[src/hdl/regFile.sv]
`timescale 1ns/1ps

module regFile (
	input  logic        clk,
	input  logic        arstN,
	input  logic [4:0]  rAddrA,
	input  logic [4:0]  rAddrB,
	output logic [31:0] rDataA,
	output logic [31:0] rDataB,
	input  logic        wEn,
	input  logic [4:0]  wAddr,
	input  logic [31:0] wData
);

	logic [31:0] regs [32];
	logic wLive;

	// r0 stays zero, writes to it dropped
	assign wLive = wEn && (wAddr != 5'd0);

	always_ff @(posedge clk or negedge arstN)
	begin
		if (!arstN)
		begin
			for (int i = 0; i < 32; i++)
				regs[i] <= '0;
		end
		else if (wLive)
			regs[wAddr] <= wData;
	end

	// Write-first reads
	// Same-cycle write is visible to issue
	assign rDataA = (wLive && wAddr == rAddrA) ? wData : regs[rAddrA];
	assign rDataB = (wLive && wAddr == rAddrB) ? wData : regs[rAddrB];

endmodule

[config.mk]
export PLATFORM = sky130hd
export DESIGN_NAME = regFile
export DESIGN_NICKNAME = d
export VERILOG_FILES = /design/src/hdl/regFile.sv
export SDC_FILE = /design/constraint.sdc
export NUM_CORES = 2
export LEC_CHECK = 0
export BUFFER_PORTS_ARGS = -buffer_cell sky130_fd_sc_hd__buf_4
export CORE_MARGIN = 3
export CORE_UTILIZATION = 60
export DETAILED_ROUTE_END_ITERATION = 10
export HOLD_SLACK_MARGIN = 0.03
export PLACE_DENSITY = 0.8
export SYNTH_ARGS = -nofsm -noshare
export SYNTH_HDL_FRONTEND = slang
export SYNTH_SLANG_ARGS = --single-unit
export TNS_END_PERCENT = 30
[constraint.sdc]
create_clock -name clk -period 3.65 [get_ports clk]
set_input_delay 0 -clock clk [delete_from_list [all_inputs] [get_ports clk]]
set_output_delay 0 -clock clk [all_outputs]
set_load 0.1 [all_outputs]
==> key figures <==
Status
  – Status: finished with violations
  – Violated checks: hold timing

Floorplan
  – Io pins: 114
  – Die Y: 304 um
  – Number of core rows: around 110
  – Die Wd: 304 um
  – CORE AREA: 87600 um2
  – Die area: 92700 um2
  – Initial Utilization: 61.0%

Synthesis
  – Synth unique cells: 41
  – #FFs+latches synth: slightly above 1000
  – Primary FF master, synth: dfrtp_1
  – Syn_nets: 3533
  – EDFF count, synth: 0
  – Yosys top cell area share: 47.9%
  – Avg Cell Area, Syn: 15.3 um2
  – Synth area leader: dfrtp_1
  – Sequential fraction of the synthesis area: between 40% and 50%
  – Synth area leaders: dfrtp_1 (48%), mux4_2 (22%), mux2_2 (13%)
  – Synthesized area: 53400 um2
  – Syn. warnings: 0
  – Synthesized netlist cell count: 3483
  – FFs w/ async S/R, synth: 100%

Worst setup path
  – Worst path most repeated cell: buf_4
  – Crit Path Class: in -> out
  – Crit path depth: 9
  – CP startpoint: wAddr[2]
  – Crit-path max FO: 33
  – Worst R2R End: regs[765]
  – Reg2reg path depth: 1
  – Slowest cell on the critical path: dlygate4sd3_1
  – R2R Setup Slk: 2.76 ns
  – CP Cell Sequence: dlygate4sd3_1 -> buf_4 -> nor3_1 -> a21bo_1 -> nor4_2 -> buf_4 -> a2111oi_0 -> a221o_1 -> buf_4
  – Setup crit start kind: input pin
  – CP delay by family, top: buffers and inverters
  – CP arrival: approximately 3.2 ns
  – Setup crit end: rDataB[30]
  – Critical Path Sink Type: output pin
  – Reg2reg start: regs[765]
  – WP data required: around 3.7 ns
  – Buffers and inverters on the worst path: 4
  – CP peak stage delay: 0.59 ns

Cells and area
  – Final layout net count: 3524
  – Multi-input gate area: 26100 um2
  – Top flop regs: regs x1024
  – Area grow syn2layout: 11.9%
  – Commonest cells after routing, fill and taps aside: dfrtp_1 (1024), mux2_2 (630), mux4_2 (511)
  – Largest Register: regs
  – Final core occ: 68.3%
  – Register area: approximately 26000 um2
  – Commonest non-fill, non-tap cell in the layout: dfrtp_1
  – Layout cells sized above 1: 45.7%
  – Layout Cells excl Fill: approximately 4700
  – Flip-flop count of the largest register after layout: 1024
  – Fillers: 5503

CTS
  – Post-CTS Setup Inserts: 0
  – CTS sink count: a little over 1000
  – Worst-path clk slew: approximately 0.07 ns
  – Max clock buf depth: 3
  – H-tree Lvls: 3
  – Number of buffers created by CTS: 107
  – Worst-Skew Late Latency: 0.67 ns
  – CTS tree: yes
  – Root Driver: clkbuf_16

Power and ir drop
  – Pint: 0.0245 W
  – Switching power: 0.00977 W
  – Fraction of power consumed by sequential logic: between 40% and 50%
  – Combinational fraction of design power: 21.3%
  – Sw frac: 28.5%
  – Clock share of power: about a third
  – P_leak: approximately 26 nW
  – Pwr/cell area: 573 nW/um2
  – VDD IR max: 0.435 mV
  – Total Power: approximately 0.034 W

Route
  – Post-route DRC: 0
  – DR vias/cell: roughly 7.5
  – Final ANT Viol Nets: 0
  – Iter 0 DRT Violations: 4356
  – Wire length per cell: between 30 and 40 um
  – DRT Pass-1 Iters: 6
  – Total number of vias: 35400
  – Drt total wl: between 150 and 200 mm

Placed design
  – I/O Buffers: 113
  – Dpl hpwl: around 97 mm
  – Routability cong.: around 0.86
  – Inst Count DP: 4484

Global route
  – Global-route wire length before repair: about 240 mm
  – Grt total ovfl: 0
  – Largest net degree at the start of global routing: 119
  – Initial antenna violation count: 11
  – Overall global routing resource usage: 34.8%
  – Vias in the first global route: 37400

Timing
  – Setup violators final: 0
  – Hold Slack: -0.0176 ns
  – Final hold viol count: 15
  – Slew Viols, Final: 0
  – Fmax: 0.315 GHz
  – Setup TNS Final: 0 ns
  – Crit share post-route: 86.9%
  – Worst Clk Skew: 0 ns
  – Post-layout min period: approximately 3.2 ns
  – Worst slew pin tran: 1.24 ns
  – Slew margin rel.: 17.4%
  – RSZ-0062 raised after global routing: false

Hold path
  – Hold WC Path Type: in -> async

Flow run
  – MaxCap Viol Count: 0
==> logic make-up after synthesis <==
family          count (synthesis)  synth area share, %
xor+xnor                       10                0.164
compound gates                320                 3.64
simple gates                  204                 2.07
mux                          1510                 42.6
buf+inv                       415                 3.62
flops                        1024                 47.9
==> metal layers <==
layer | share of wire (%) | vias to the layer above | routed length, um | GRT usage [%]
li1 | - | 13600 | - | -
met1 | 36 | 18800 | 57500 | 45.8
met2 | 47 | 2432 | 75100 | 53.3
met3 | 12 | 573 | 18900 | 10.3
met4 | 5.6 | 14 | 8980 | 17.4
met5 | 0.059 | - | 94 | 0
==> power groups by stage <==
stage,logic [W],registers [W],clock network [W]
2_1_floorplan,0.00565,0.0146,0
3_3_place_gp,0.00692,0.0149,0
3_5_place_dp,0.00720,0.0152,0
4_1_cts,0.00728,0.0151,0.0119
5_1_grt,0.00769,0.0154,0.0124
6_report,0.00729,0.0152,0.0118
==> metrics by stage <==
stage,cell area (um2),setup WS [ns]
2_1_floorplan,53400,0.917
3_3_place_gp,55600,1.11
3_5_place_dp,55600,1.07
4_1_cts,59800,0.567
5_1_grt,59800,0.325
6_report,59800,0.480
==> cell type report <==
type | count | share of cell area, %
diodes | 5 | 0.0209
well taps | 1155 | 2.42
multi-input cells | 2044 | 43.6
inverters | 3 | 0.0188
clock inverters | 52 | 1.23
flip-flops and latches | 1024 | 42.8
repair buffers | 294 | 4.66
clock buffers | 152 | 5.18
==> worst min-delay path by stage <==
stage / startpoint / endpoint / slack (ns) / depth (start not counted)
final: arstN / regs[978] / -0.02 / 2
after global routing: arstN / regs[882] / 0.10 / 2
after CTS: wAddr[1] / regs[975] / 0.06 / 4
after detailed placement: arstN / regs[882] / 0.21 / 1
after global placement: arstN / regs[786] / 0.20 / 1
after floorplan: arstN / regs[0] / -0.30 / 0
==> timing repair <==
item                                    4_1_cts  5_1_grt
hold buffers                                 36        0
hold endpoints to repair                   1080        0
resized for setup                             0        0
endpoints found under the setup margin        0        0
==> Yosys cell counts (3+ instances only) <==
library cell  count
dfrtp_1        1024
mux2_2          630
clkbuf_1        220
nand3_1          10
or3_1             3
nor3b_1           4
nor2_1           22
nand3b_1          7
nand2_1          83
o22ai_1         248
mux2i_1           6
xor2_1            4
buf_1            51
nor2b_1           3
buf_4            36
mux4_2          511
buf_2            87
xnor2_1           6
o21ai_1          62
or4_1            62
buf_6            17
mux2_1          363
Power figures use the tool's default switching activity.
