[config.mk]
export PLATFORM = sky130hd
export DESIGN_NAME = commitStage
export DESIGN_NICKNAME = d
export VERILOG_FILES = /design/src/hdl/exPkg.sv /design/src/hdl/commitStage.sv
export SDC_FILE = /design/constraint.sdc
export NUM_CORES = 1
export LEC_CHECK = 0
export BUFFER_PORTS_ARGS = -buffer_cell sky130_fd_sc_hd__buf_2
export CORE_MARGIN = 4
export CORE_UTILIZATION = 45
export CTS_CLUSTER_SIZE = 28
export DETAILED_ROUTE_END_ITERATION = 12
export HOLD_SLACK_MARGIN = 0.12
export PLACE_DENSITY = 0.78
export SLEW_MARGIN = 20
export SYNTH_ARGS = -nofsm -noshare
export SYNTH_HDL_FRONTEND = slang
export SYNTH_SLANG_ARGS = --single-unit
[constraint.sdc]
create_clock -name clk -period 1.8 [get_ports clk]
set_input_delay 0.36 -clock clk [delete_from_list [all_inputs] [get_ports clk]]
set_output_delay 0.36 -clock clk [all_outputs]
set_load 0.01 [all_outputs]
[src/hdl/exPkg.sv]
package exPkg;

	//////////////////// Multiply/divide timing

	// Busy length after the start edge
	localparam int MUL_CYCLES = 4;
	localparam int DIV_CYCLES = 32;
	// Down counter sized for the longer run
	localparam int MD_CNT_W = $clog2(DIV_CYCLES + 1);

	typedef logic [MD_CNT_W-1:0] mdCnt;

	//////////////////// Encodings

	// Anything outside this list decodes as reserved
	typedef enum logic [4:0] {
		OP_ADD,
		OP_ADDU,
		OP_SUB,
		OP_AND,
		OP_OR,
		OP_XOR,
		OP_SLT,
		OP_SLL,
		OP_ADDI,
		OP_LUI,
		OP_MULT,
		OP_DIVU,
		OP_MFHI,
		OP_MFLO
	} opCode;

	typedef enum logic [3:0] {
		ALU_ADD,
		ALU_SUB,
		ALU_AND,
		ALU_OR,
		ALU_XOR,
		ALU_SLT,
		ALU_SLL,
		ALU_LUI
	} aluFn;

	// MIPS cause values, 31 for no exception
	typedef enum logic [4:0] {
		EXC_RI = 5'd10,
		EXC_OV = 5'd12,
		EXC_NONE = 5'd31
	} excCode;

	// Operand source seen by the execute stage
	typedef enum logic [1:0] {
		FWD_REG,
		FWD_EX,
		FWD_WB
	} fwdSel;

	//////////////////// Records

	typedef struct packed {
		logic [31:0] pc;
		opCode op;
		logic [4:0] rs;
		logic [4:0] rt;
		logic [4:0] rd;
		logic [15:0] imm;
	} opPkt;

	typedef struct packed {
		logic valid;
		logic [31:0] pc;
		opCode op;
		aluFn fn;
		logic useImm;
		logic regWrite;
		logic isMulDiv;
		logic readHi;
		logic readLo;
		excCode exc;
		logic [4:0] dest;
		logic [31:0] opA;
		logic [31:0] opB;
		logic [31:0] immExt;
		logic [4:0] shamt;
		fwdSel fwdA;
		fwdSel fwdB;
	} issueRec;

	typedef struct packed {
		logic valid;
		logic [31:0] pc;
		logic [4:0] dest;
		logic regWrite;
		logic [31:0] value;
		excCode exc;
	} execRec;

	typedef struct packed {
		logic [31:0] pc;
		logic [4:0] rd;
		logic [31:0] value;
		logic wen;
		excCode exc;
	} commitRec;

endpackage

[src/hdl/commitStage.sv]
`timescale 1ns/1ps

module commitStage (
	input  logic            clk,
	input  logic            arstN,
	input  exPkg::execRec   execIn,
	output logic            advance,
	output logic            wEn,
	output logic [4:0]      wAddr,
	output logic [31:0]     wData,
	output logic [31:0]     bypassWb,
	output logic            commitReq,
	input  logic            commitAck,
	output exPkg::commitRec commitData
);

	// Commit register
	exPkg::execRec commitQ;
	logic handshakeDone;

	//////////////////// Shared advance

	// Request dropped and ack already back low
	assign handshakeDone = !commitReq && !commitAck;
	// Empty register or finished handshake frees the whole pipeline
	assign advance = !commitQ.valid || handshakeDone;

	//////////////////// Register file write

	// Same edge that moves the record in
	assign wEn = advance && execIn.valid && execIn.regWrite;
	assign wAddr = execIn.dest;
	assign wData = execIn.value;

	// Held value for operands two stages behind
	assign bypassWb = commitQ.value;

	//////////////////// Commit register and sender

	always_ff @(posedge clk or negedge arstN)
	begin
		if (!arstN)
		begin
			commitQ <= '0;
			commitReq <= 1'b0;
		end
		else if (advance)
		begin
			commitQ <= execIn;
			// Bubbles load silently
			commitReq <= execIn.valid;
		end
		else if (commitReq && commitAck)
			commitReq <= 1'b0;
	end

	// Output record, stable while the register holds
	always_comb
	begin
		commitData.pc = commitQ.pc;
		commitData.rd = commitQ.dest;
		commitData.value = commitQ.value;
		commitData.wen = commitQ.regWrite;
		commitData.exc = commitQ.exc;
	end

endmodule

==> flow_summary.json <==
{
  "status": "finished clean",
  "rsz0062_at_grt": "false",
  "critPathMaxFanout": 18,
  "relSlewSlack_pct": 73.4,
  "finalClockSkew_ns": 0.0114,
  "fin_crit_sh_pct": 93.7,
  "sequential_cell_area_sq_um": 1930,
  "numCtsBuffers": 9,
  "ir_drop_mv": 0.477,
  "crit_arrival_ns": 1.33,
  "fillers": 757,
  "avgViaCountPerCell": 4.45,
  "antenna_found_initial": 0,
  "required_ns": 1.44,
  "endpoint_kind": "output pin",
  "grt_max_degree": 78,
  "p_clk_share_pct": 29.3,
  "coreArea_sq_um": 8720,
  "r2r_slack_ns": 0.24,
  "drive_above_1_share_pct": 79.5,
  "fmaxAchievable_ghz": 0.593,
  "p_sw_share_pct": 28.4,
  "start_util_pct": 46.2,
  "power_mw": 5.24,
  "cellLeakagePower_nw": 2.34,
  "cts_tree": "done",
  "dieArea_sq_um": 10500,
  "syn_area_per_cell_sq_um": 13.0,
  "finalSetupViolations": 0,
  "powerDensity_nw_per_um2": 1170,
  "synth.distinct_cells": 10,
  "grt.total_usage_pct": 13.3,
  "wire_per_inst_microns": 14.5,
  "synthCells": 309,
  "yosys_warnings": 0,
  "overflow": 0,
  "worstHoldPathCells": 2,
  "yosysSeqAreaShare_pct": 47.8,
  "insertedDiodeCount": 0,
  "routed_wl_mm": 7.42,
  "first_iter_violations": 26,
  "cts-htree-levels": 3,
  "p_int_mw": 3.75,
  "clk_latency_ns": 0.34,
  "drv_slew": 0,
  "nets": 479,
  "hold_class": "primary input to flop",
  "vias": 2284,
  "power_frac_comb_pct": 27.9,
  "final_core_util_pct": 51.5,
  "cp_cell_sequence": "o21ai_4 -> buf_12 -> buf_2",
  "worstSetupPathType": "flop to output pin",
  "hold_viol_final": 0,
  "cp_slowest_cell": "dfrtp_1",
  "worstHoldEndpoint": "commitReq",
  "crit_path_start_kind": "flop",
  "min_from": "commitAck",
  "cts_root_buffer": "clkbuf_8",
  "multiInputGateArea_sq_um": 947,
  "drv_cap": 0,
  "hold_ws_ns": 0.238,
  "tightest_slew_ns": 0.399,
  "synthesis.nets": 388,
  "dieWidth_microns": 103,
  "drc": 0,
  "fin_crit_ns": 1.69,
  "antenna_left": 0,
  "die_y_microns": 103,
  "reg2reg_depth": 4,
  "r2r-end": "commitData[44]",
  "clk_path_buf_depth": 2,
  "gp_congestion": 0.684,
  "seqPwrFrac_pct": 42.7,
  "reg2reg_from": "commitReq",
  "switching_power_mw": 1.49,
  "cts_sinks": 77,
  "grt_pass1_wl_mm": 10.8,
  "setup_tns_ns": 0,
  "grt_pass1_vias": 2348,
  "port_buffers": 225,
  "ys_ff_latch": 77,
  "place_hpwl_mm": 5.65,
  "rows": 34,
  "cts_resized": 0,
  "synth_area_sq_um": 4030,
  "drt_pass1_iterations": 4,
  "path_clk_slew_ns": 0.07,
  "syn_to_final_growth_pct": 11.5,
  "cp_slowest_stage_delay_ns": 0.43,
  "num_io_pins": 226
}
==> cells by family after synthesis <==
logic type | after synthesis | share of synthesized area [%]
buf+inv | 152 | 28.7
flops | 77 | 47.8
mux | 75 | 22.5
compound gates | 3 | 0.652
simple gates | 2 | 0.311
==> registers in the layout, indices dropped and copies added, names as in the netlist <==
register / cells
bypassWb: 32
commitData: 43
commitQ: 1
commitReq: 1
==> cell usage after synthesis <==
master / number / area share [%]
and3_1: 1 / 0.16
dfrtp_1: 77 / 48
a21oi_1: 2 / 0.25
buf_4: 149 / 28
buf_8: 1 / 0.37
buf_6: 2 / 0.56
o21ai_4: 1 / 0.40
nand2b_1: 1 / 0.16
mux2_4: 17 / 6.3
mux2_2: 58 / 16
==> through the flow <==
step	setup WS, ns	cell area, sq um	std cells
CTS	0.0217	4480	511
floorplan	0.249	4030	309
global route	0.0207	4490	513
finish	0.114	4490	513
global placement	0.323	4200	493
detailed placement	0.302	4200	493
==> power by group through the flow <==
stage	clock [mW]	sequential [mW]	combinational, mW
2_1_floorplan	0	2.23	1.46
3_3_place_gp	0	2.25	1.43
4_1_cts	1.59	2.25	1.48
3_5_place_dp	0	2.27	1.46
5_1_grt	1.67	2.28	1.58
6_report	1.54	2.24	1.46
==> area by class of cell <==
| type | count | share of cell area [%] |
|---|---|---|
| Timing Repair Buffer | 232 | 27.7 |
| Multi-Input combinational cell | 80 | 21.1 |
| Clock buffer | 10 | 2.84 |
| Clock inverter | 6 | 2.48 |
| Sequential cell | 77 | 42.9 |
| Tap cell | 108 | 3.01 |
==> worst max path at each step <==
| stage | from | endpoint | slack, ns | depth (start not counted) |
|---|---|---|---|---|
| global route | commitReq | advance | 0.02 | 3 |
| detailed placement | commitAck | advance | 0.30 | 4 |
| global placement | commitAck | advance | 0.32 | 4 |
| CTS | commitReq | advance | 0.02 | 3 |
| finish | commitReq | advance | 0.11 | 3 |
| floorplan | commitReq | wEn | 0.25 | 4 |
==> repair_timing <==
action / CTS / global route
setup endpoints to repair: 1 / 2
hold endpoints to repair: 77 / 0
gates cloned: 1 / 0
hold buffers: 1 / 0
buffers inserted: 0 / 2
pin swaps: 1 / 1
==> cell usage in the layout (no fill, tap or decap), types with 2 or more instances in the layout <==
master and instances:
buf_4 3, dfrtp_1 77, buf_2 224, clkbuf_8 9
mux2_2 58, buf_12 3, a21oi_1 2, bufinv_16 3
mux2_4 17
==> critical path: cells and delay by family, from the launching register on <==
family / cells / cell delay [ns]
buffers and inverters: 2 / 0.33
flip-flops: 1 / 0.43
AO/OA/AOI/OAI: 1 / 0.23
==> layer usage <==
metal	share of wire [%]	routed length [microns]	track usage (%)	up-vias
met3	11	836	4.60	4
met2	51	3770	23.8	146
li1	-	-	-	1053
met1	37	2750	14.6	1081
met5	0	0	0	-
met4	0.93	69	4.44	0
Note: power is estimated with default switching activity, not from simulation.
