$ cat src/hdl/exPkg.sv
package exPkg;

	//////////////////// Multiply/divide timing

	// Busy length after the start edge
	localparam int MUL_CYCLES = 4;
	localparam int DIV_CYCLES = 32;
	// Down counter sized for the longer run
	localparam int MD_CNT_W = $clog2(DIV_CYCLES + 1);

	typedef logic [MD_CNT_W-1:0] mdCnt;

	//////////////////// Encodings

	// Anything outside this list decodes as reserved
	typedef enum logic [4:0] {
		OP_ADD,
		OP_ADDU,
		OP_SUB,
		OP_AND,
		OP_OR,
		OP_XOR,
		OP_SLT,
		OP_SLL,
		OP_ADDI,
		OP_LUI,
		OP_MULT,
		OP_DIVU,
		OP_MFHI,
		OP_MFLO
	} opCode;

	typedef enum logic [3:0] {
		ALU_ADD,
		ALU_SUB,
		ALU_AND,
		ALU_OR,
		ALU_XOR,
		ALU_SLT,
		ALU_SLL,
		ALU_LUI
	} aluFn;

	// MIPS cause values, 31 for no exception
	typedef enum logic [4:0] {
		EXC_RI = 5'd10,
		EXC_OV = 5'd12,
		EXC_NONE = 5'd31
	} excCode;

	// Operand source seen by the execute stage
	typedef enum logic [1:0] {
		FWD_REG,
		FWD_EX,
		FWD_WB
	} fwdSel;

	//////////////////// Records

	typedef struct packed {
		logic [31:0] pc;
		opCode op;
		logic [4:0] rs;
		logic [4:0] rt;
		logic [4:0] rd;
		logic [15:0] imm;
	} opPkt;

	typedef struct packed {
		logic valid;
		logic [31:0] pc;
		opCode op;
		aluFn fn;
		logic useImm;
		logic regWrite;
		logic isMulDiv;
		logic readHi;
		logic readLo;
		excCode exc;
		logic [4:0] dest;
		logic [31:0] opA;
		logic [31:0] opB;
		logic [31:0] immExt;
		logic [4:0] shamt;
		fwdSel fwdA;
		fwdSel fwdB;
	} issueRec;

	typedef struct packed {
		logic valid;
		logic [31:0] pc;
		logic [4:0] dest;
		logic regWrite;
		logic [31:0] value;
		excCode exc;
	} execRec;

	typedef struct packed {
		logic [31:0] pc;
		logic [4:0] rd;
		logic [31:0] value;
		logic wen;
		excCode exc;
	} commitRec;

endpackage

$ cat src/hdl/aluUnit.sv
`timescale 1ns/1ps

module aluUnit (
	input  logic [31:0] a,
	input  logic [31:0] b,
	input  exPkg::aluFn fn,
	input  logic [4:0]  shamt,
	output logic [31:0] res,
	output logic        ovf
);

	logic [31:0] sum;
	logic [31:0] diff;
	logic ovfAdd;
	logic ovfSub;

	assign sum = a + b;
	assign diff = a - b;

	// Signed overflow
	// Operand signs agree on add, differ on sub, and result sign flips
	assign ovfAdd = (a[31] == b[31]) && (sum[31] != a[31]);
	assign ovfSub = (a[31] != b[31]) && (diff[31] != a[31]);

	always_comb
	begin
		case (fn)
			exPkg::ALU_SUB: res = diff;
			exPkg::ALU_AND: res = a & b;
			exPkg::ALU_OR: res = a | b;
			exPkg::ALU_XOR: res = a ^ b;
			exPkg::ALU_SLT: res = {31'd0, $signed(a) < $signed(b)};
			exPkg::ALU_SLL: res = b << shamt;
			// Immediate already shifted at issue
			exPkg::ALU_LUI: res = b;
			default: res = sum;
		endcase
	end

	// Flag only meaningful for add and sub
	assign ovf = ((fn == exPkg::ALU_ADD) && ovfAdd) || ((fn == exPkg::ALU_SUB) && ovfSub);

endmodule

$ cat src/hdl/mulDivUnit.sv
`timescale 1ns/1ps

module mulDivUnit (
	input  logic        clk,
	input  logic        arstN,
	input  logic        start,
	input  logic        isDiv,
	input  logic [31:0] a,
	input  logic [31:0] b,
	output logic        busy,
	output logic [31:0] hi,
	output logic [31:0] lo
);

	exPkg::mdCnt count;
	logic isDivQ;
	logic lastStep;
	logic signed [63:0] prodFull;
	// Product, or remainder over quotient while dividing
	logic [63:0] acc;
	logic [31:0] divisor;
	logic [32:0] trial;
	logic [32:0] diff;
	logic [63:0] accStep;

	assign prodFull = $signed(a) * $signed(b);

	//////////////////// Restoring divide step

	// Next dividend bit shifted into the partial remainder
	assign trial = {acc[63:32], acc[31]};
	assign diff = trial - {1'b0, divisor};
	// Borrow keeps the old remainder and shifts in a zero
	// Divisor zero never borrows, so HI ends as the dividend and LO all ones
	assign accStep = diff[32] ? {trial[31:0], acc[30:0], 1'b0}
		: {diff[31:0], acc[30:0], 1'b1};

	//////////////////// Control

	assign busy = (count != '0);
	assign lastStep = (count == exPkg::mdCnt'(1));

	always_ff @(posedge clk or negedge arstN)
	begin
		if (!arstN)
		begin
			count <= '0;
			isDivQ <= 1'b0;
			hi <= '0;
			lo <= '0;
		end
		else if (start)
		begin
			count <= isDiv ? exPkg::mdCnt'(exPkg::DIV_CYCLES) : exPkg::mdCnt'(exPkg::MUL_CYCLES);
			isDivQ <= isDiv;
		end
		else if (busy)
		begin
			count <= count - 1'b1;
			// HI/LO change only at the end of a run
			if (lastStep)
				{hi, lo} <= isDivQ ? accStep : acc;
		end
	end

	// Working registers
	always_ff @(posedge clk)
	begin
		if (start)
		begin
			divisor <= b;
			acc <= isDiv ? {32'd0, a} : prodFull;
		end
		else if (busy && isDivQ)
			acc <= accStep;
	end

endmodule

$ cat src/hdl/execStage.sv
`timescale 1ns/1ps

module execStage (
	input  logic           clk,
	input  logic           arstN,
	input  logic           advance,
	input  exPkg::issueRec issueIn,
	input  logic [31:0]    bypassWb,
	output exPkg::execRec  execOut,
	output logic           mdBusy
);

	logic [31:0] bypassEx;
	logic exLive;
	logic [31:0] srcA;
	logic [31:0] srcB;
	logic [31:0] aluB;
	logic [31:0] aluRes;
	logic aluOvf;
	logic ovfTrap;
	logic mdStart;
	logic mdRun;
	logic [31:0] hi;
	logic [31:0] lo;
	exPkg::excCode exc;
	exPkg::execRec execNext;

	function automatic logic [31:0] pickSrc(
		input exPkg::fwdSel sel,
		input logic [31:0] regVal,
		input logic exOk,
		input logic [31:0] exVal,
		input logic [31:0] wbVal
	);
		logic [31:0] v;
		case (sel)
			// Trapped producer never wrote, so the file value still holds
			exPkg::FWD_EX: v = exOk ? exVal : regVal;
			exPkg::FWD_WB: v = wbVal;
			default: v = regVal;
		endcase
		return v;
	endfunction

	//////////////////// Operands

	assign bypassEx = execOut.value;
	assign exLive = execOut.valid && execOut.regWrite;
	assign srcA = pickSrc(issueIn.fwdA, issueIn.opA, exLive, bypassEx, bypassWb);
	assign srcB = pickSrc(issueIn.fwdB, issueIn.opB, exLive, bypassEx, bypassWb);
	assign aluB = issueIn.useImm ? issueIn.immExt : srcB;

	aluUnit alu (
		.a(srcA),
		.b(aluB),
		.fn(issueIn.fn),
		.shamt(issueIn.shamt),
		.res(aluRes),
		.ovf(aluOvf)
	);

	//////////////////// Multiply/divide

	// Start only on a moving pipeline so a frozen op is not run twice
	assign mdStart = advance && issueIn.valid && issueIn.isMulDiv;
	assign mdBusy = mdStart || mdRun;

	mulDivUnit mulDiv (
		.clk(clk),
		.arstN(arstN),
		.start(mdStart),
		.isDiv(issueIn.op == exPkg::OP_DIVU),
		.a(srcA),
		.b(srcB),
		.busy(mdRun),
		.hi(hi),
		.lo(lo)
	);

	//////////////////// Result and exception

	// ADDU shares the adder but never traps
	assign ovfTrap = aluOvf && (issueIn.op inside {exPkg::OP_ADD, exPkg::OP_SUB, exPkg::OP_ADDI});

	always_comb
	begin
		if (issueIn.exc != exPkg::EXC_NONE)
			exc = issueIn.exc;
		else if (ovfTrap)
			exc = exPkg::EXC_OV;
		else
			exc = exPkg::EXC_NONE;
		execNext.valid = issueIn.valid;
		execNext.pc = issueIn.pc;
		execNext.dest = issueIn.dest;
		execNext.exc = exc;
		// Trap suppresses the write
		execNext.regWrite = issueIn.valid && issueIn.regWrite && (exc == exPkg::EXC_NONE);
		if (issueIn.readHi)
			execNext.value = hi;
		else if (issueIn.readLo)
			execNext.value = lo;
		else
			execNext.value = aluRes;
	end

	always_ff @(posedge clk or negedge arstN)
	begin
		if (!arstN)
			execOut <= '0;
		else if (advance)
			execOut <= execNext;
	end

endmodule

$ cat config.mk
export PLATFORM = sky130hd
export DESIGN_NAME = execStage
export DESIGN_NICKNAME = d
export VERILOG_FILES = /design/src/hdl/exPkg.sv /design/src/hdl/aluUnit.sv /design/src/hdl/mulDivUnit.sv /design/src/hdl/execStage.sv
export SDC_FILE = /design/constraint.sdc
export NUM_CORES = 2
export LEC_CHECK = 0
export ABC_AREA = 1
export ABC_CLOCK_PERIOD_IN_PS = 8800
export BUFFER_PORTS_ARGS = -buffer_cell sky130_fd_sc_hd__buf_4
export CAP_MARGIN = 20
export CORE_ASPECT_RATIO = 0.8
export CORE_MARGIN = 2
export CORE_UTILIZATION = 50
export CTS_CLUSTER_SIZE = 14
export DETAILED_ROUTE_END_ITERATION = 6
export GPL_TIMING_DRIVEN = 0
export PLACE_DENSITY = 0.66
export SYNTH_ARGS = -nofsm -noshare
export SYNTH_HDL_FRONTEND = slang
export SYNTH_HIERARCHICAL = 1
export SYNTH_SLANG_ARGS = --single-unit
$ cat constraint.sdc
create_clock -name clk -period 8.8 [get_ports clk]
set_input_delay 0 -clock clk [delete_from_list [all_inputs] [get_ports clk]]
set_output_delay 0 -clock clk [all_outputs]
set_load 0.02 [all_outputs]
==> PnR_summary.wiki <==
{| class="wikitable"
! Metric !! Value
|-
| Run status || finished with violations
|-
| Violations in the final reports || design-rule violations, negative setup slack
|-
| Insertion delay of the later-clocked pin in the worst-skew pair || 580 ps
|-
| Minimum hold slack || 4.30 ps
|-
| Worst relative slew slack || 23.2%
|-
| Critical path startpoint category || flip-flop
|-
| Vias post-DR || 65,587
|-
| Number of input and output port buffers inserted || 268
|-
| Maximum clock path buffer count || 3
|-
| Detailed-route vias per instance || 5.88
|-
| Actual transition at the worst max-transition pin || 1150 ps
|-
| Post-synthesis cell area || 63,500 sq um
|-
| Slowest cell on the critical path || sky130_fd_sc_hd__fa_2
|-
| Number of global-route vias before repair || 63,215
|-
| Final hold violation count || 0
|-
| First-pass iteration count of the detailed router || 7
|-
| Crit path arrival time || 9160 ps
|-
| Gpl congestion || 1.12
|-
| Seq/Total Area, Yosys || 10.3%
|-
| Final Setup Violations || 9
|-
| Number of max-slew violations in the final report || 0
|-
| DRC marker count from the first detailed-route iteration || 9,297
|-
| Number of flip-flops and latches in the synthesized netlist || 243
|-
| Largest net degree at the start of global routing || 81
|-
| Number of fill cells || 11,876
|-
| Commonest non-fill, non-tap cell in the layout || sky130_fd_sc_hd__nand2_1
|-
| Area added between synthesis and finish || 14.4%
|-
| Crit Path Class || flip-flop to flip-flop
|-
| Number of buffers created by CTS || 25
|-
| Distinct cell type count after synthesis || 58
|-
| Async set or reset register ratio after synthesis || 60.5%
|-
| Residual overflow from global routing || 0
|-
| Number of clock sinks || 243
|-
| Ratio of cells with drive above 1 in the final layout || 12.1%
|-
| Number of antenna violations at the first check in global routing || 45
|-
| Number of enable-type register cells in the synthesized netlist || 96
|-
| Post-CTS clock slew at the launch and capture registers of the worst setup and hold paths || 80 ps
|-
| R2r setup slk || -50 ps
|-
| Number of max-capacitance violations reported || 0
|-
| Number of nets in the layout || 11,061
|-
| Mean routed wirelength per cell || 29.4 um
|-
| Largest stage delay, worst path || 630 ps
|-
| Highest clock frequency the design can meet || 113 MHz
|-
| Worst path setup slack after routing || -49.3 ps
|-
| Synthesis warning total || 6
|-
| Required time reported for the critical path endpoint || 9110 ps
|-
| Total GRT Usage || 50.2%
|-
| Top Family by Delay on Critical Path || adder cells
|-
| Net count after synthesis || 10,601
|-
| Final core occ || 57.9%
|-
| Layout Cells excl Fill || 11,155
|-
| Critical path capture point type || flip-flop
|-
| Syn Area/Cell || 7.06 sq um
|-
| Top fanout value on the critical path || 10
|-
| Total number of H-tree levels || 1
|-
| Die height || 323 um
|-
| Startpoint of the most critical register-to-register path || execOut[75]$_DFFE_PN0P_
|-
| Multi-input logic area || 48,300 sq um
|-
| CTS tree || done
|-
| Gate Count Post-Synth || 9,000
|-
| Capture point of the worst reg-to-reg path || mulDiv/acc[39]$_DFFE_PP_
|-
| Path class of the lowest-slack min-delay path || input pin to asynchronous set/reset pin
|-
| Skew final || 27.6 ps
|-
| Prevailing post-synth register cell || sky130_fd_sc_hd__dfrtp_1
|-
| Total cell area at the placement stage || 68,800 sq um
|-
| Horiz. Die Dim || 402 um
|-
| Non-Filler Cell Area, Final || 72,700 sq um
|-
| DRC Markers || 8
|-
| Site row count || 116
|-
| Placed cell count || 10,972
|-
| Detail Placement HPWL || 273,000 um
|-
| Clock tree root buffer cell || sky130_fd_sc_hd__clkbuf_16
|-
| Depth of the most critical reg-to-reg path || 34
|-
| Minimum period implied by the final worst setup slack || 8850 ps
|-
| Number of routed nets with antenna violations || 0
|-
| Worst Path Buf+Inv || 10
|-
| Number of top-level pins || 274
|-
| Wirelength, routed || 328,000 um
|-
| Initial core utilization || 50.6%
|-
| Area of the placeable core || 126,000 sq um
|-
| Register area || 6580 sq um
|-
| Unrepaired setup endpoints after global routing || yes
|-
| Commonest cells after routing, fill and taps aside || 2,809 x sky130_fd_sc_hd__nand2_1, 2,103 x sky130_fd_sc_hd__inv_1, 1,044 x sky130_fd_sc_hd__fa_1, 459 x sky130_fd_sc_hd__nand3_1, 422 x sky130_fd_sc_hd__nor2_1
|-
| Fraction of the cycle the final worst path needs || 101%
|-
| First-pass GRT wire length || 456,000 um
|-
| Most repeated library cell on the critical path || sky130_fd_sc_hd__nand2_1
|-
| Floorplan die area || 130,000 sq um
|}
==> timing repair <==
action	4_1_cts	5_1_grt
pin swaps	20	46
hold endpoints to repair	116	0
hold buffers	54	0
setup buffers	37	31
gates cloned	0	2
setup endpoints to repair	52	44
gates resized for setup	356	396
==> cells by family after synthesis <==
| family | Yosys count | synth area share [%] |
|---|---|---|
| simple gates | 3974 | 25.7 |
| buf+inv | 2569 | 15.8 |
| fa+ha+maj | 1404 | 40.5 |
| compound gates | 750 | 6.84 |
| flops | 243 | 10.3 |
| xor+xnor | 60 | 0.827 |
==> sequential cells by signal, summed over array words and instances, names as in the netlist <==
name,flops
bypassEx,32
execOut,44
mulDiv/acc,64
mulDiv/count,6
mulDiv/divisor,32
mulDiv/hi,32
mulDiv/isDivQ,1
mulDiv/lo,32
==> cell type report <==
class                           instances  share of cell area [%]
Clock buffer                           40                    1.04
Multi-Input combinational cell       6188                    66.4
Inverter                             2154                    11.2
Tap cell                             1652                    2.84
Antenna cell                           25                  0.0861
Clock inverter                          5                  0.0792
Buffer                                404                    3.57
Sequential cell                       243                    9.05
Timing Repair Buffer                  444                    5.75
==> stage by stage <==
step	TNS (ps)	setup slack, ps
after floorplan	0	449
after global placement	-169270	-3050
after detailed placement	-83390	-2240
after CTS	-58.4	-57.3
after global routing	-2260	-150
final	-242	-49.3
==> Yosys cell counts (all sizes together), types with 4 or more instances <==
cell	count	area, sq um
dfrtp	147	3680
o21ai	242	1230
nand4	54	338
inv	2150	8070
and2	5	33.8
xnor2	27	236
a21boi	35	263
nor4	9	56.3
clkinv	4	15.0
edfxtp	96	2880
buf	132	908
o211ai	66	516
o22ai	25	156
a211oi	7	52.6
nand3b	15	113
o2111ai	4	35.0
a31oi	35	219
ha	319	3990
nand3	509	2760
or2	8	50.1
clkbuf	283	1070
nor2	478	1850
nand2	2860	10900
a21oi	293	1520
fa	1085	21700
nor3	33	185
o21bai	28	210
a221oi	9	85.1
xor2	33	289
==> how the worst max path moves through the flow <==
stage	start	end	slack, ps	depth (start not counted)
6_report	execOut[75]$_DFFE_PN0P_	mulDiv/acc[39]$_DFFE_PP_	-50	34
5_1_grt	execOut[75]$_DFFE_PN0P_	mulDiv/acc[54]$_DFFE_PP_	-150	35
4_1_cts	execOut[75]$_DFFE_PN0P_	mulDiv/acc[54]$_DFFE_PP_	-60	33
3_5_place_dp	bypassEx[31]$_DFFE_PN0P_	mulDiv/acc[54]$_DFFE_PP_	-2240	35
3_3_place_gp	issueIn[0]	mulDiv/acc[54]$_DFFE_PP_	-3050	33
2_1_floorplan	execOut[75]$_DFFE_PN0P_	mulDiv/acc[63]$_DFFE_PP_	450	32
==> layer usage <==
metal / GRT usage, % / part of all wire, % / vias to the layer above / wire (um)
met5: 0 / 0.11 / - / 367
met4: 38.9 / 9.6 / 48 / 31500
met3: 19.9 / 15 / 1256 / 49300
met2: 69.8 / 39 / 5014 / 129000
met1: 62.3 / 36 / 31740 / 118000
li1: - / - / 27529 / -
Power is left out: the tool's default activity adds up to more than one toggle a clock period on the data nets, which glitch-free logic cannot reach.
