<file path="config.mk">
export PLATFORM = sky130hd
export DESIGN_NAME = issueStage
export DESIGN_NICKNAME = d
export VERILOG_FILES = /design/src/hdl/exPkg.sv /design/src/hdl/issueStage.sv
export SDC_FILE = /design/constraint.sdc
export NUM_CORES = 1
export LEC_CHECK = 0
export ABC_AREA = 0
export BUFFER_PORTS_ARGS = -buffer_cell sky130_fd_sc_hd__buf_2
export CORE_AREA = 2 2 148 150
export CTS_CLUSTER_SIZE = 12
export DETAILED_ROUTE_END_ITERATION = 16
export DIE_AREA = 0 0 150 152
export PLACE_DENSITY = 0.62
export SYNTH_ARGS = -nofsm -noshare
export SYNTH_HDL_FRONTEND = slang
export SYNTH_SLANG_ARGS = --single-unit
</file>
<file path="constraint.sdc">
create_clock -name clk -period 1.7 [get_ports clk]
set_clock_uncertainty 0.15 [all_clocks]
set_input_delay 0.17 -clock clk [delete_from_list [all_inputs] [get_ports clk]]
set_output_delay 0.17 -clock clk [all_outputs]
set_load 0.05 [all_outputs]
</file>
<file path="src/hdl/exPkg.sv">
package exPkg;

	//////////////////// Multiply/divide timing

	// Busy length after the start edge
	localparam int MUL_CYCLES = 4;
	localparam int DIV_CYCLES = 32;
	// Down counter sized for the longer run
	localparam int MD_CNT_W = $clog2(DIV_CYCLES + 1);

	typedef logic [MD_CNT_W-1:0] mdCnt;

	//////////////////// Encodings

	// Anything outside this list decodes as reserved
	typedef enum logic [4:0] {
		OP_ADD,
		OP_ADDU,
		OP_SUB,
		OP_AND,
		OP_OR,
		OP_XOR,
		OP_SLT,
		OP_SLL,
		OP_ADDI,
		OP_LUI,
		OP_MULT,
		OP_DIVU,
		OP_MFHI,
		OP_MFLO
	} opCode;

	typedef enum logic [3:0] {
		ALU_ADD,
		ALU_SUB,
		ALU_AND,
		ALU_OR,
		ALU_XOR,
		ALU_SLT,
		ALU_SLL,
		ALU_LUI
	} aluFn;

	// MIPS cause values, 31 for no exception
	typedef enum logic [4:0] {
		EXC_RI = 5'd10,
		EXC_OV = 5'd12,
		EXC_NONE = 5'd31
	} excCode;

	// Operand source seen by the execute stage
	typedef enum logic [1:0] {
		FWD_REG,
		FWD_EX,
		FWD_WB
	} fwdSel;

	//////////////////// Records

	typedef struct packed {
		logic [31:0] pc;
		opCode op;
		logic [4:0] rs;
		logic [4:0] rt;
		logic [4:0] rd;
		logic [15:0] imm;
	} opPkt;

	typedef struct packed {
		logic valid;
		logic [31:0] pc;
		opCode op;
		aluFn fn;
		logic useImm;
		logic regWrite;
		logic isMulDiv;
		logic readHi;
		logic readLo;
		excCode exc;
		logic [4:0] dest;
		logic [31:0] opA;
		logic [31:0] opB;
		logic [31:0] immExt;
		logic [4:0] shamt;
		fwdSel fwdA;
		fwdSel fwdB;
	} issueRec;

	typedef struct packed {
		logic valid;
		logic [31:0] pc;
		logic [4:0] dest;
		logic regWrite;
		logic [31:0] value;
		excCode exc;
	} execRec;

	typedef struct packed {
		logic [31:0] pc;
		logic [4:0] rd;
		logic [31:0] value;
		logic wen;
		excCode exc;
	} commitRec;

endpackage

</file>
<file path="src/hdl/issueStage.sv">
`timescale 1ns/1ps

module issueStage (
	input  logic           clk,
	input  logic           arstN,
	input  logic           advance,
	input  logic           slotValid,
	input  exPkg::opPkt    slotOp,
	output logic           take,
	input  logic           mdBusy,
	output logic [4:0]     rAddrA,
	output logic [4:0]     rAddrB,
	input  logic [31:0]    rDataA,
	input  logic [31:0]    rDataB,
	input  exPkg::execRec  execDest,
	output exPkg::issueRec issueOut
);

	exPkg::issueRec issueNext;
	logic needHiLo;
	logic stall;

	// Producer one stage ahead wins over the one two stages ahead
	function automatic exPkg::fwdSel fwdFor(
		input logic [4:0] src,
		input exPkg::issueRec ex,
		input exPkg::execRec wb
	);
		exPkg::fwdSel sel;
		sel = exPkg::FWD_REG;
		if (wb.valid && wb.regWrite && wb.dest != 5'd0 && wb.dest == src)
			sel = exPkg::FWD_WB;
		if (ex.valid && ex.regWrite && ex.dest != 5'd0 && ex.dest == src)
			sel = exPkg::FWD_EX;
		return sel;
	endfunction

	assign rAddrA = slotOp.rs;
	assign rAddrB = slotOp.rt;

	//////////////////// Stall and take

	// HI/LO users wait out the multiply/divide unit
	assign needHiLo = slotOp.op inside {exPkg::OP_MULT, exPkg::OP_DIVU,
		exPkg::OP_MFHI, exPkg::OP_MFLO};
	assign stall = slotValid && needHiLo && mdBusy;
	assign take = advance && slotValid && !stall;

	//////////////////// Decode

	always_comb
	begin
		issueNext = '0;
		// Bubble unless the slot is taken
		issueNext.valid = take;
		issueNext.pc = slotOp.pc;
		issueNext.op = slotOp.op;
		issueNext.fn = exPkg::ALU_ADD;
		issueNext.exc = exPkg::EXC_NONE;
		issueNext.opA = rDataA;
		issueNext.opB = rDataB;
		issueNext.shamt = slotOp.imm[10:6];
		issueNext.fwdA = fwdFor(slotOp.rs, issueOut, execDest);
		issueNext.fwdB = fwdFor(slotOp.rt, issueOut, execDest);
		case (slotOp.op)
			exPkg::OP_ADD, exPkg::OP_ADDU, exPkg::OP_ADDI: issueNext.fn = exPkg::ALU_ADD;
			exPkg::OP_SUB: issueNext.fn = exPkg::ALU_SUB;
			exPkg::OP_AND: issueNext.fn = exPkg::ALU_AND;
			exPkg::OP_OR: issueNext.fn = exPkg::ALU_OR;
			exPkg::OP_XOR: issueNext.fn = exPkg::ALU_XOR;
			exPkg::OP_SLT: issueNext.fn = exPkg::ALU_SLT;
			exPkg::OP_SLL: issueNext.fn = exPkg::ALU_SLL;
			exPkg::OP_LUI: issueNext.fn = exPkg::ALU_LUI;
			exPkg::OP_MULT, exPkg::OP_DIVU: issueNext.isMulDiv = 1'b1;
			exPkg::OP_MFHI: issueNext.readHi = 1'b1;
			exPkg::OP_MFLO: issueNext.readLo = 1'b1;
			default: issueNext.exc = exPkg::EXC_RI;
		endcase
		// I-type ops take the immediate and write rt
		issueNext.useImm = (slotOp.op == exPkg::OP_ADDI) || (slotOp.op == exPkg::OP_LUI);
		issueNext.dest = issueNext.useImm ? slotOp.rt : slotOp.rd;
		// LUI shifts, the rest sign-extend
		if (slotOp.op == exPkg::OP_LUI)
			issueNext.immExt = {slotOp.imm, 16'h0000};
		else
			issueNext.immExt = {{16{slotOp.imm[15]}}, slotOp.imm};
		// Reserved ops and HI/LO writers leave the GPRs alone
		issueNext.regWrite = !issueNext.isMulDiv && (issueNext.exc == exPkg::EXC_NONE);
	end

	//////////////////// Issue register

	always_ff @(posedge clk or negedge arstN)
	begin
		if (!arstN)
			issueOut <= '0;
		else if (advance)
			issueOut <= issueNext;
	end

endmodule

</file>
==> flow_metrics.tcl, run 1 <==
set metrics [dict create \
    status "finished with violations" \
    violations "negative setup slack" \
    core_mm2 0.0214 \
    timing.setup.tns_ps -162 \
    vias 5548 \
    report.final.setup_viol 4 \
    cts_buffers 17 \
    setup_ws_ps -69.1 \
    overflow 0 \
    max_stage_delay_ps 520 \
    hold_viol 0 \
    cts_buffer_depth 2 \
    dr.pass1.iters 4 \
    cts_max_level 4 \
    grt_pass1_vias 5971 \
    endpoint_kind "register" \
    syn_inst 486 \
    crit_family "simple AND/OR/NAND/NOR gates" \
    drt-initial-drc-count 171 \
    route.detailed.drc 0 \
    multi_input_area_mm2 0.00224 \
    peakVddDrop_v 0.000612 \
    slowest_stage "or4_1" \
    dp_hpwl_mm 13.0 \
    final_common_cell "buf_2" \
    area_delta_synth_final_pct 61.4 \
    die_h_um 152 \
    path_max_fanout 2 \
    regMostFlops "issueOut" \
    drv_slew 0 \
    start_util 0.303 \
    arrival_ps 1910 \
    cts_sinks 158 \
    clkTransAtPathRegs_ps 60 \
    p_leak_nw 4.96 \
    cap_violations 0 \
    critical_path_class "reg -> reg" \
    gp_congestion 0.818 \
    slew-limit-headroom 0.633 \
    finalWirelength_mm 19.3 \
    final_cell_mix "313 x buf_2, 155 x dfrtp_1, 134 x dlygate4sd3_1" \
    ys_seq_area_frac 0.612 \
    antenna_found_initial 0 \
    synth_nets 699 \
    max_freq_ghz 0.565 \
    synth_seq_cells 158 \
    regArea_mm2 0.00396 \
    crit_chain "or4_1, o211ai_1, nor4_1, mux2_4" \
    final_layout_size_suffix_gt1_frac 0.510 \
    path_buf_inv 0 \
    ioPinCount 386 \
    cp.required_ps 1840 \
    place_area_mm2 0.00845 \
    vias_per_cell 4.51 \
    num_antenna_cells 0 \
    fin_crit_ps 1770 \
    rows 54 \
    syn-cell-area_mm2 0.00646 \
    yosysUniqueCellTypes 39 \
    insertion_delay_ps 400 \
    worstSetupStartpointType "register" \
    port-buffer-count 315 \
    die_w_um 150 \
    cts_tree "yes" \
    p_per_area_mw_per_mm2 1080 \
    fp.dieArea_mm2 0.0228 \
    power.total_mw 11.3 \
    hold_path_class "in -> reg" \
    hold_ws_ps 21.9 \
    rsz0062_at_grt "true" \
    dp_slack_ps -71.4 \
    drtAntennaViolNets 0 \
    track_usage 0.170 \
    nNetsFinal 1151 \
    finalInstanceArea_mm2 0.0104 \
    grt_max_degree 57 \
    wl_per_cell_um 15.7 \
    avgSynthCellArea_um2 13.3 \
    num-fill-cells 1935 \
    ys_warn_count 0 \
    largest_reg_flops 158 \
    cts_root_buf "clkbuf_16" \
    finalCritPeriodShare 1.04 \
    largestRegisters "issueOut: 158 flops" \
    tightestPinTransition_ps 551 \
    grt_pass1_wl_mm 30.8 \
]
-- cells in the mapped netlist --
| library cell | count | share of area |
|---|---|---|
| dfrtp_1 | 158 | 0.61 |
| mux2_2 | 105 | 0.18 |
| a21oi_1 | 38 | 0.029 |
| nand2_1 | 23 | 0.013 |
| nor2_1 | 23 | 0.013 |
| clkbuf_1 | 22 | 0.013 |
| o2bb2ai_1 | 18 | 0.024 |
| buf_4 | 15 | 0.017 |
| xor2_1 | 11 | 0.015 |
| xnor2_1 | 10 | 0.014 |
| inv_1 | 8 | 0.0046 |
| o21ai_0 | 8 | 0.0062 |
| mux2i_1 | 5 | 0.0077 |
| nand3_1 | 5 | 0.0039 |
| a21o_1 | 4 | 0.0046 |
| buf_6 | 3 | 0.0052 |
| nor3_1 | 3 | 0.0023 |
| buf_1 | 2 | 0.0012 |
| nor2b_1 | 2 | 0.0019 |
| nor4_1 | 2 | 0.0019 |
| o41ai_1 | 2 | 0.0027 |
| or4_1 | 2 | 0.0023 |
| a21boi_1 | 1 | 0.0012 |
| a2bb2oi_1 | 1 | 0.0014 |
| a311oi_1 | 1 | 0.0014 |
| a31oi_1 | 1 | 0.00097 |
| and2_4 | 1 | 0.0014 |
| buf_2 | 1 | 0.00077 |
| clkinv_1 | 1 | 0.00058 |
| conb_1 | 1 | 0.00058 |
| nand2b_1 | 1 | 0.00097 |
| nand3b_1 | 1 | 0.0012 |
| nand4_1 | 1 | 0.00097 |
| nor3b_1 | 1 | 0.0012 |
| nor4b_4 | 1 | 0.0037 |
| o211ai_1 | 1 | 0.0012 |
| o22a_1 | 1 | 0.0014 |
| o31ai_1 | 1 | 0.0012 |
| or2_2 | 1 | 0.00097 |
-- final timing paths --
| kind | cells past startpoint | slack (ps) | from | to |
|---|---|---|---|---|
| max in group asynchronous | 3 | 640 | arstN | issueOut[35] |
| hold / removal | 3 | 20 | slotOp[22] | issueOut[106] |
| hold reg to reg | 2 | 330 | issueOut[116] | issueOut[116] |
| setup / recovery | 4 | -70 | issueOut[108] | issueOut[2] |
| min in group asynchronous | 2 | 140 | arstN | issueOut[92] |
| setup reg to reg | 4 | -70 | issueOut[108] | issueOut[2] |
-- metrics by stage --
step | cells | utilization
final | 1231 | 0.488
after global routing | 1231 | 0.488
after CTS | 1229 | 0.487
after detailed placement | 1063 | 0.396
after floorplan | 486 | -
after global placement | 1063 | 0.396
-- final cells by class --
cell class / instances / area share
Tap cell: 280 / 0.0336
Multi-Input combinational cell: 276 / 0.215
Clock inverter: 13 / 0.0170
Inverter: 9 / 0.00324
Sequential cell: 158 / 0.380
Timing Repair Buffer: 476 / 0.309
Clock buffer: 19 / 0.0425
-- power breakdown --
part | internal (mW) | switching [mW] | leakage (nW)
sequential | 4.11 | 0.181 | 1.87
combinational | 0.963 | 2.01 | 2.79
clock | 2.39 | 1.63 | 0.302
total | 7.47 | 3.82 | 4.96
-- what timing repair did --
| item | in CTS | in global routing |
|---|---|---|
| endpoints found under the setup margin | 4 | 6 |
| gates cloned | 0 | 0 |
| hold buffers | 134 | 0 |
| setup buffers | 0 | 2 |
| pin swaps | 0 | 1 |
| endpoints found under the hold margin | 256 | 0 |
| resized for setup | 0 | 0 |
-- per-layer routing --
metal	global-route usage	up-vias	part of all wire
met1	0.194	2695	0.39
met2	0.303	228	0.52
met4	0.0660	0	0.029
met5	0	-	0
li1	-	2585	-
met3	0.0435	40	0.060
-- worst reg2reg max path: stages (launching register included) --
cell	delay, ps
dfrtp_2	390
or4_1	520
o211ai_1	230
nor4_1	110
mux2_4	260
-- cells by family (layout without fill, tap and decap cells) --
logic type | count (synthesis) | in the layout | synth area share
xor+xnor | 21 | 21 | 0.0285
flops | 158 | 158 | 0.612
compound gates | 77 | 77 | 0.0759
mux | 110 | 110 | 0.191
simple gates | 67 | 67 | 0.0494
buf+inv | 52 | 517 | 0.0426
other cells | 1 | 1 | 0.000581
Power figures use the tool's default switching activity.
==> inputs of run 2 (changes only) <==
Settings changed: ABC_AREA 0 to 1, CORE_AREA 2 2 148 150 to 2 2 149 151, DIE_AREA 0 0 150 152 to 0 0 151 153.
==> flow_metrics.tcl, run 2 <==
set metrics [dict create \
    antenna_found_initial 1 \
    cts_max_level 4 \
    post_cts_buffers 0 \
    largest_reg_flops 158 \
    rsz0062_at_grt "false" \
    cts_buffer_depth 2 \
    synthAdderAreaFrac 0 \
    finalWirelength_mm 21.7 \
    endpoint_kind "primary output" \
    rows 54 \
    final_cell_mix "442 x nand2_1, 312 x buf_2, 158 x dfrtp_1" \
    cap_violations 0 \
    max_stage_delay_ps 550 \
    wl_per_cell_um 14.3 \
    drtAntennaViolNets 0 \
    arrival_ps 1290 \
    setup_ws_ps 90.0 \
    report.final.setup_viol 0 \
    vias_per_cell 4.43 \
    power.total_mw 10.8 \
    track_usage 0.191 \
    max_freq_ghz 0.621 \
    cts_buffers 17 \
    drv_slew 0 \
    yosysMostFrequentCell "nand2_1" \
    fin_crit_ps 1610 \
    route.detailed.drc 0 \
    die_w_um 151 \
    cts_sinks 158 \
    core_mm2 0.0215 \
    synth_compound_area_frac 0.0532 \
    area_delta_synth_final_pct 56.9 \
    synth_commonest_cells "442 x nand2_1, 158 x dfrtp_1, 27 x buf_2, 27 x nor2_1, 25 x inv_1" \
    cts_tree "yes" \
    p_per_area_mw_per_mm2 1030 \
    final_layout_size_suffix_gt1_frac 0.308 \
    dp_slack_ps 208 \
    dp_hpwl_mm 14.2 \
    ys.flop_type "dfrtp_1" \
    p_leak_nw 5.81 \
    synth-simple-area-share 0.285 \
    finalCritPeriodShare 0.947 \
    syn-cell-area_mm2 0.00667 \
    clkTransAtPathRegs_ps 60 \
    async_flop_share 1.00 \
    timing.setup.tns_ps 0 \
    synth_nets 999 \
    ioPinCount 386 \
    critical_path_class "in -> out" \
    hold_path_class "in -> reg" \
    insertion_delay_ps 410 \
    grt_pass1_wl_mm 34.8 \
    gp_congestion 0.865 \
    port-buffer-count 315 \
    synth_xor_xnor_area_share 0.00787 \
    slowest_stage "dlygate4sd3_1" \
    synth.area.top_cells "dfrtp_1 59%, nand2_1 25%, buf_2 2.0%" \
    syn_inst 786 \
    start_util 0.311 \
    crit_chain "dlygate4sd3_1, buf_6, nand3_1, inv_1, clkbuf_4" \
    ys_seq_area_frac 0.592 \
    synth_seq_cells 158 \
    synth_enable_flop_cells 0 \
    ys_warn_count 0 \
    status "completed" \
    avgSynthCellArea_um2 8.49 \
    grt_max_degree 59 \
    yosysTopAreaCell "dfrtp_1" \
    peakVddDrop_v 0.000550 \
    grt_pass1_vias 6851 \
    overflow 0 \
    path_max_fanout 9 \
    regMostFlops "issueOut" \
    synth.top_cell.area_share 0.592 \
    dr.pass1.iters 7 \
    worstSetupStartpointType "input pin" \
    final_common_cell "nand2_1" \
    vias 6705 \
    die_h_um 153 \
    hold_viol 0 \
    synthMuxAreaShare 0 \
    nNetsFinal 1433 \
    drt-initial-drc-count 369 \
    cts_root_buf "clkbuf_16" \
    largestRegisters "issueOut: 158 flops" \
    fp.dieArea_mm2 0.0231 \
    cp.required_ps 1380 \
    yosysUniqueCellTypes 24 \
    synth_top_family_by_area "simple AND/OR/NAND/NOR gates" \
]
[run 2: cell count changes in the layout (fill, tap and decap cells not counted), moves of 10 or more]
cell       previous run  this run
nand2_1              23       442
mux2_2              104         0
a21oi_1              38         4
o21ai_1               0        20
o2bb2ai_1            18         0
inv_1                 8        25
buf_4                20         7
o211ai_2              0        10
xnor2_1              10         0
[run 2: layout make-up]
cell class,count,area (um2)
Antenna cell,1,2.50
Clock buffer,18,429
Clock inverter,14,150
Fill cell,2035,11000
Inverter,29,111
Multi-Input combinational cell,549,2310
Sequential cell,158,3950
Tap cell,280,350
Timing Repair Buffer,465,3160
[run 2: critical path, delay by kind of cell]
kind	cells	cell delay, ps
buffers and inverters	4	1000
and+or+nand+nor	1	110
[run 2: cells by family after synthesis]
group,count (synthesis)
other,1
flip-flops,158
buffers and inverters,79
AO/OA/AOI/OAI,53
AND/OR/NAND/NOR,489
XOR/XNOR,6
[run 2: worst paths after layout]
path	start	slack, ps	endpoint	depth (start not counted)
worst max-delay path	advance	90	take	5
worst min-delay path	slotOp[21]	30	issueOut[105]	5
worst max register to register	issueOut[106]	320	issueOut[1]	5
worst min register to register	issueOut[160]	320	issueOut[160]	2
max in group asynchronous	arstN	740	issueOut[160]	3
min in group asynchronous	arstN	100	issueOut[7]	2
[run 2: power by group]
part	leakage, nW	internal, mW	switching (mW)
clock network	0.276	1.96	1.76
logic	3.59	0.802	2.02
registers	1.94	4.08	0.189
[run 2: metal layers]
| metal | up-vias | track usage | share of wire |
|---|---|---|---|
| met5 | - | 0 | 0 |
| met4 | 0 | 0.0903 | 0.032 |
| met3 | 50 | 0.0406 | 0.051 |
| met2 | 247 | 0.321 | 0.50 |
| met1 | 3132 | 0.234 | 0.42 |
| li1 | 3276 | - | - |
[run 2: what timing repair did]
action / CTS / global route
resized for setup: 0 / 3
setup endpoints to repair: 0 / 6
endpoints found under the hold margin: 308 / 0
hold buffers: 135 / 0
[run 2: stage by stage]
| stage | instance area (um2) | cells | hold WS [ps] | util |
|---|---|---|---|---|
| 2_1_floorplan | 6670 | 786 | -276 | - |
| 3_3_place_gp | 8530 | 1346 | -24.1 | 0.397 |
| 3_5_place_dp | 8530 | 1346 | -30.1 | 0.397 |
| 4_1_cts | 10500 | 1513 | 0.129 | 0.487 |
| 5_1_grt | 10500 | 1514 | 18.0 | 0.487 |
| 6_report | 10500 | 1514 | 29.5 | 0.487 |
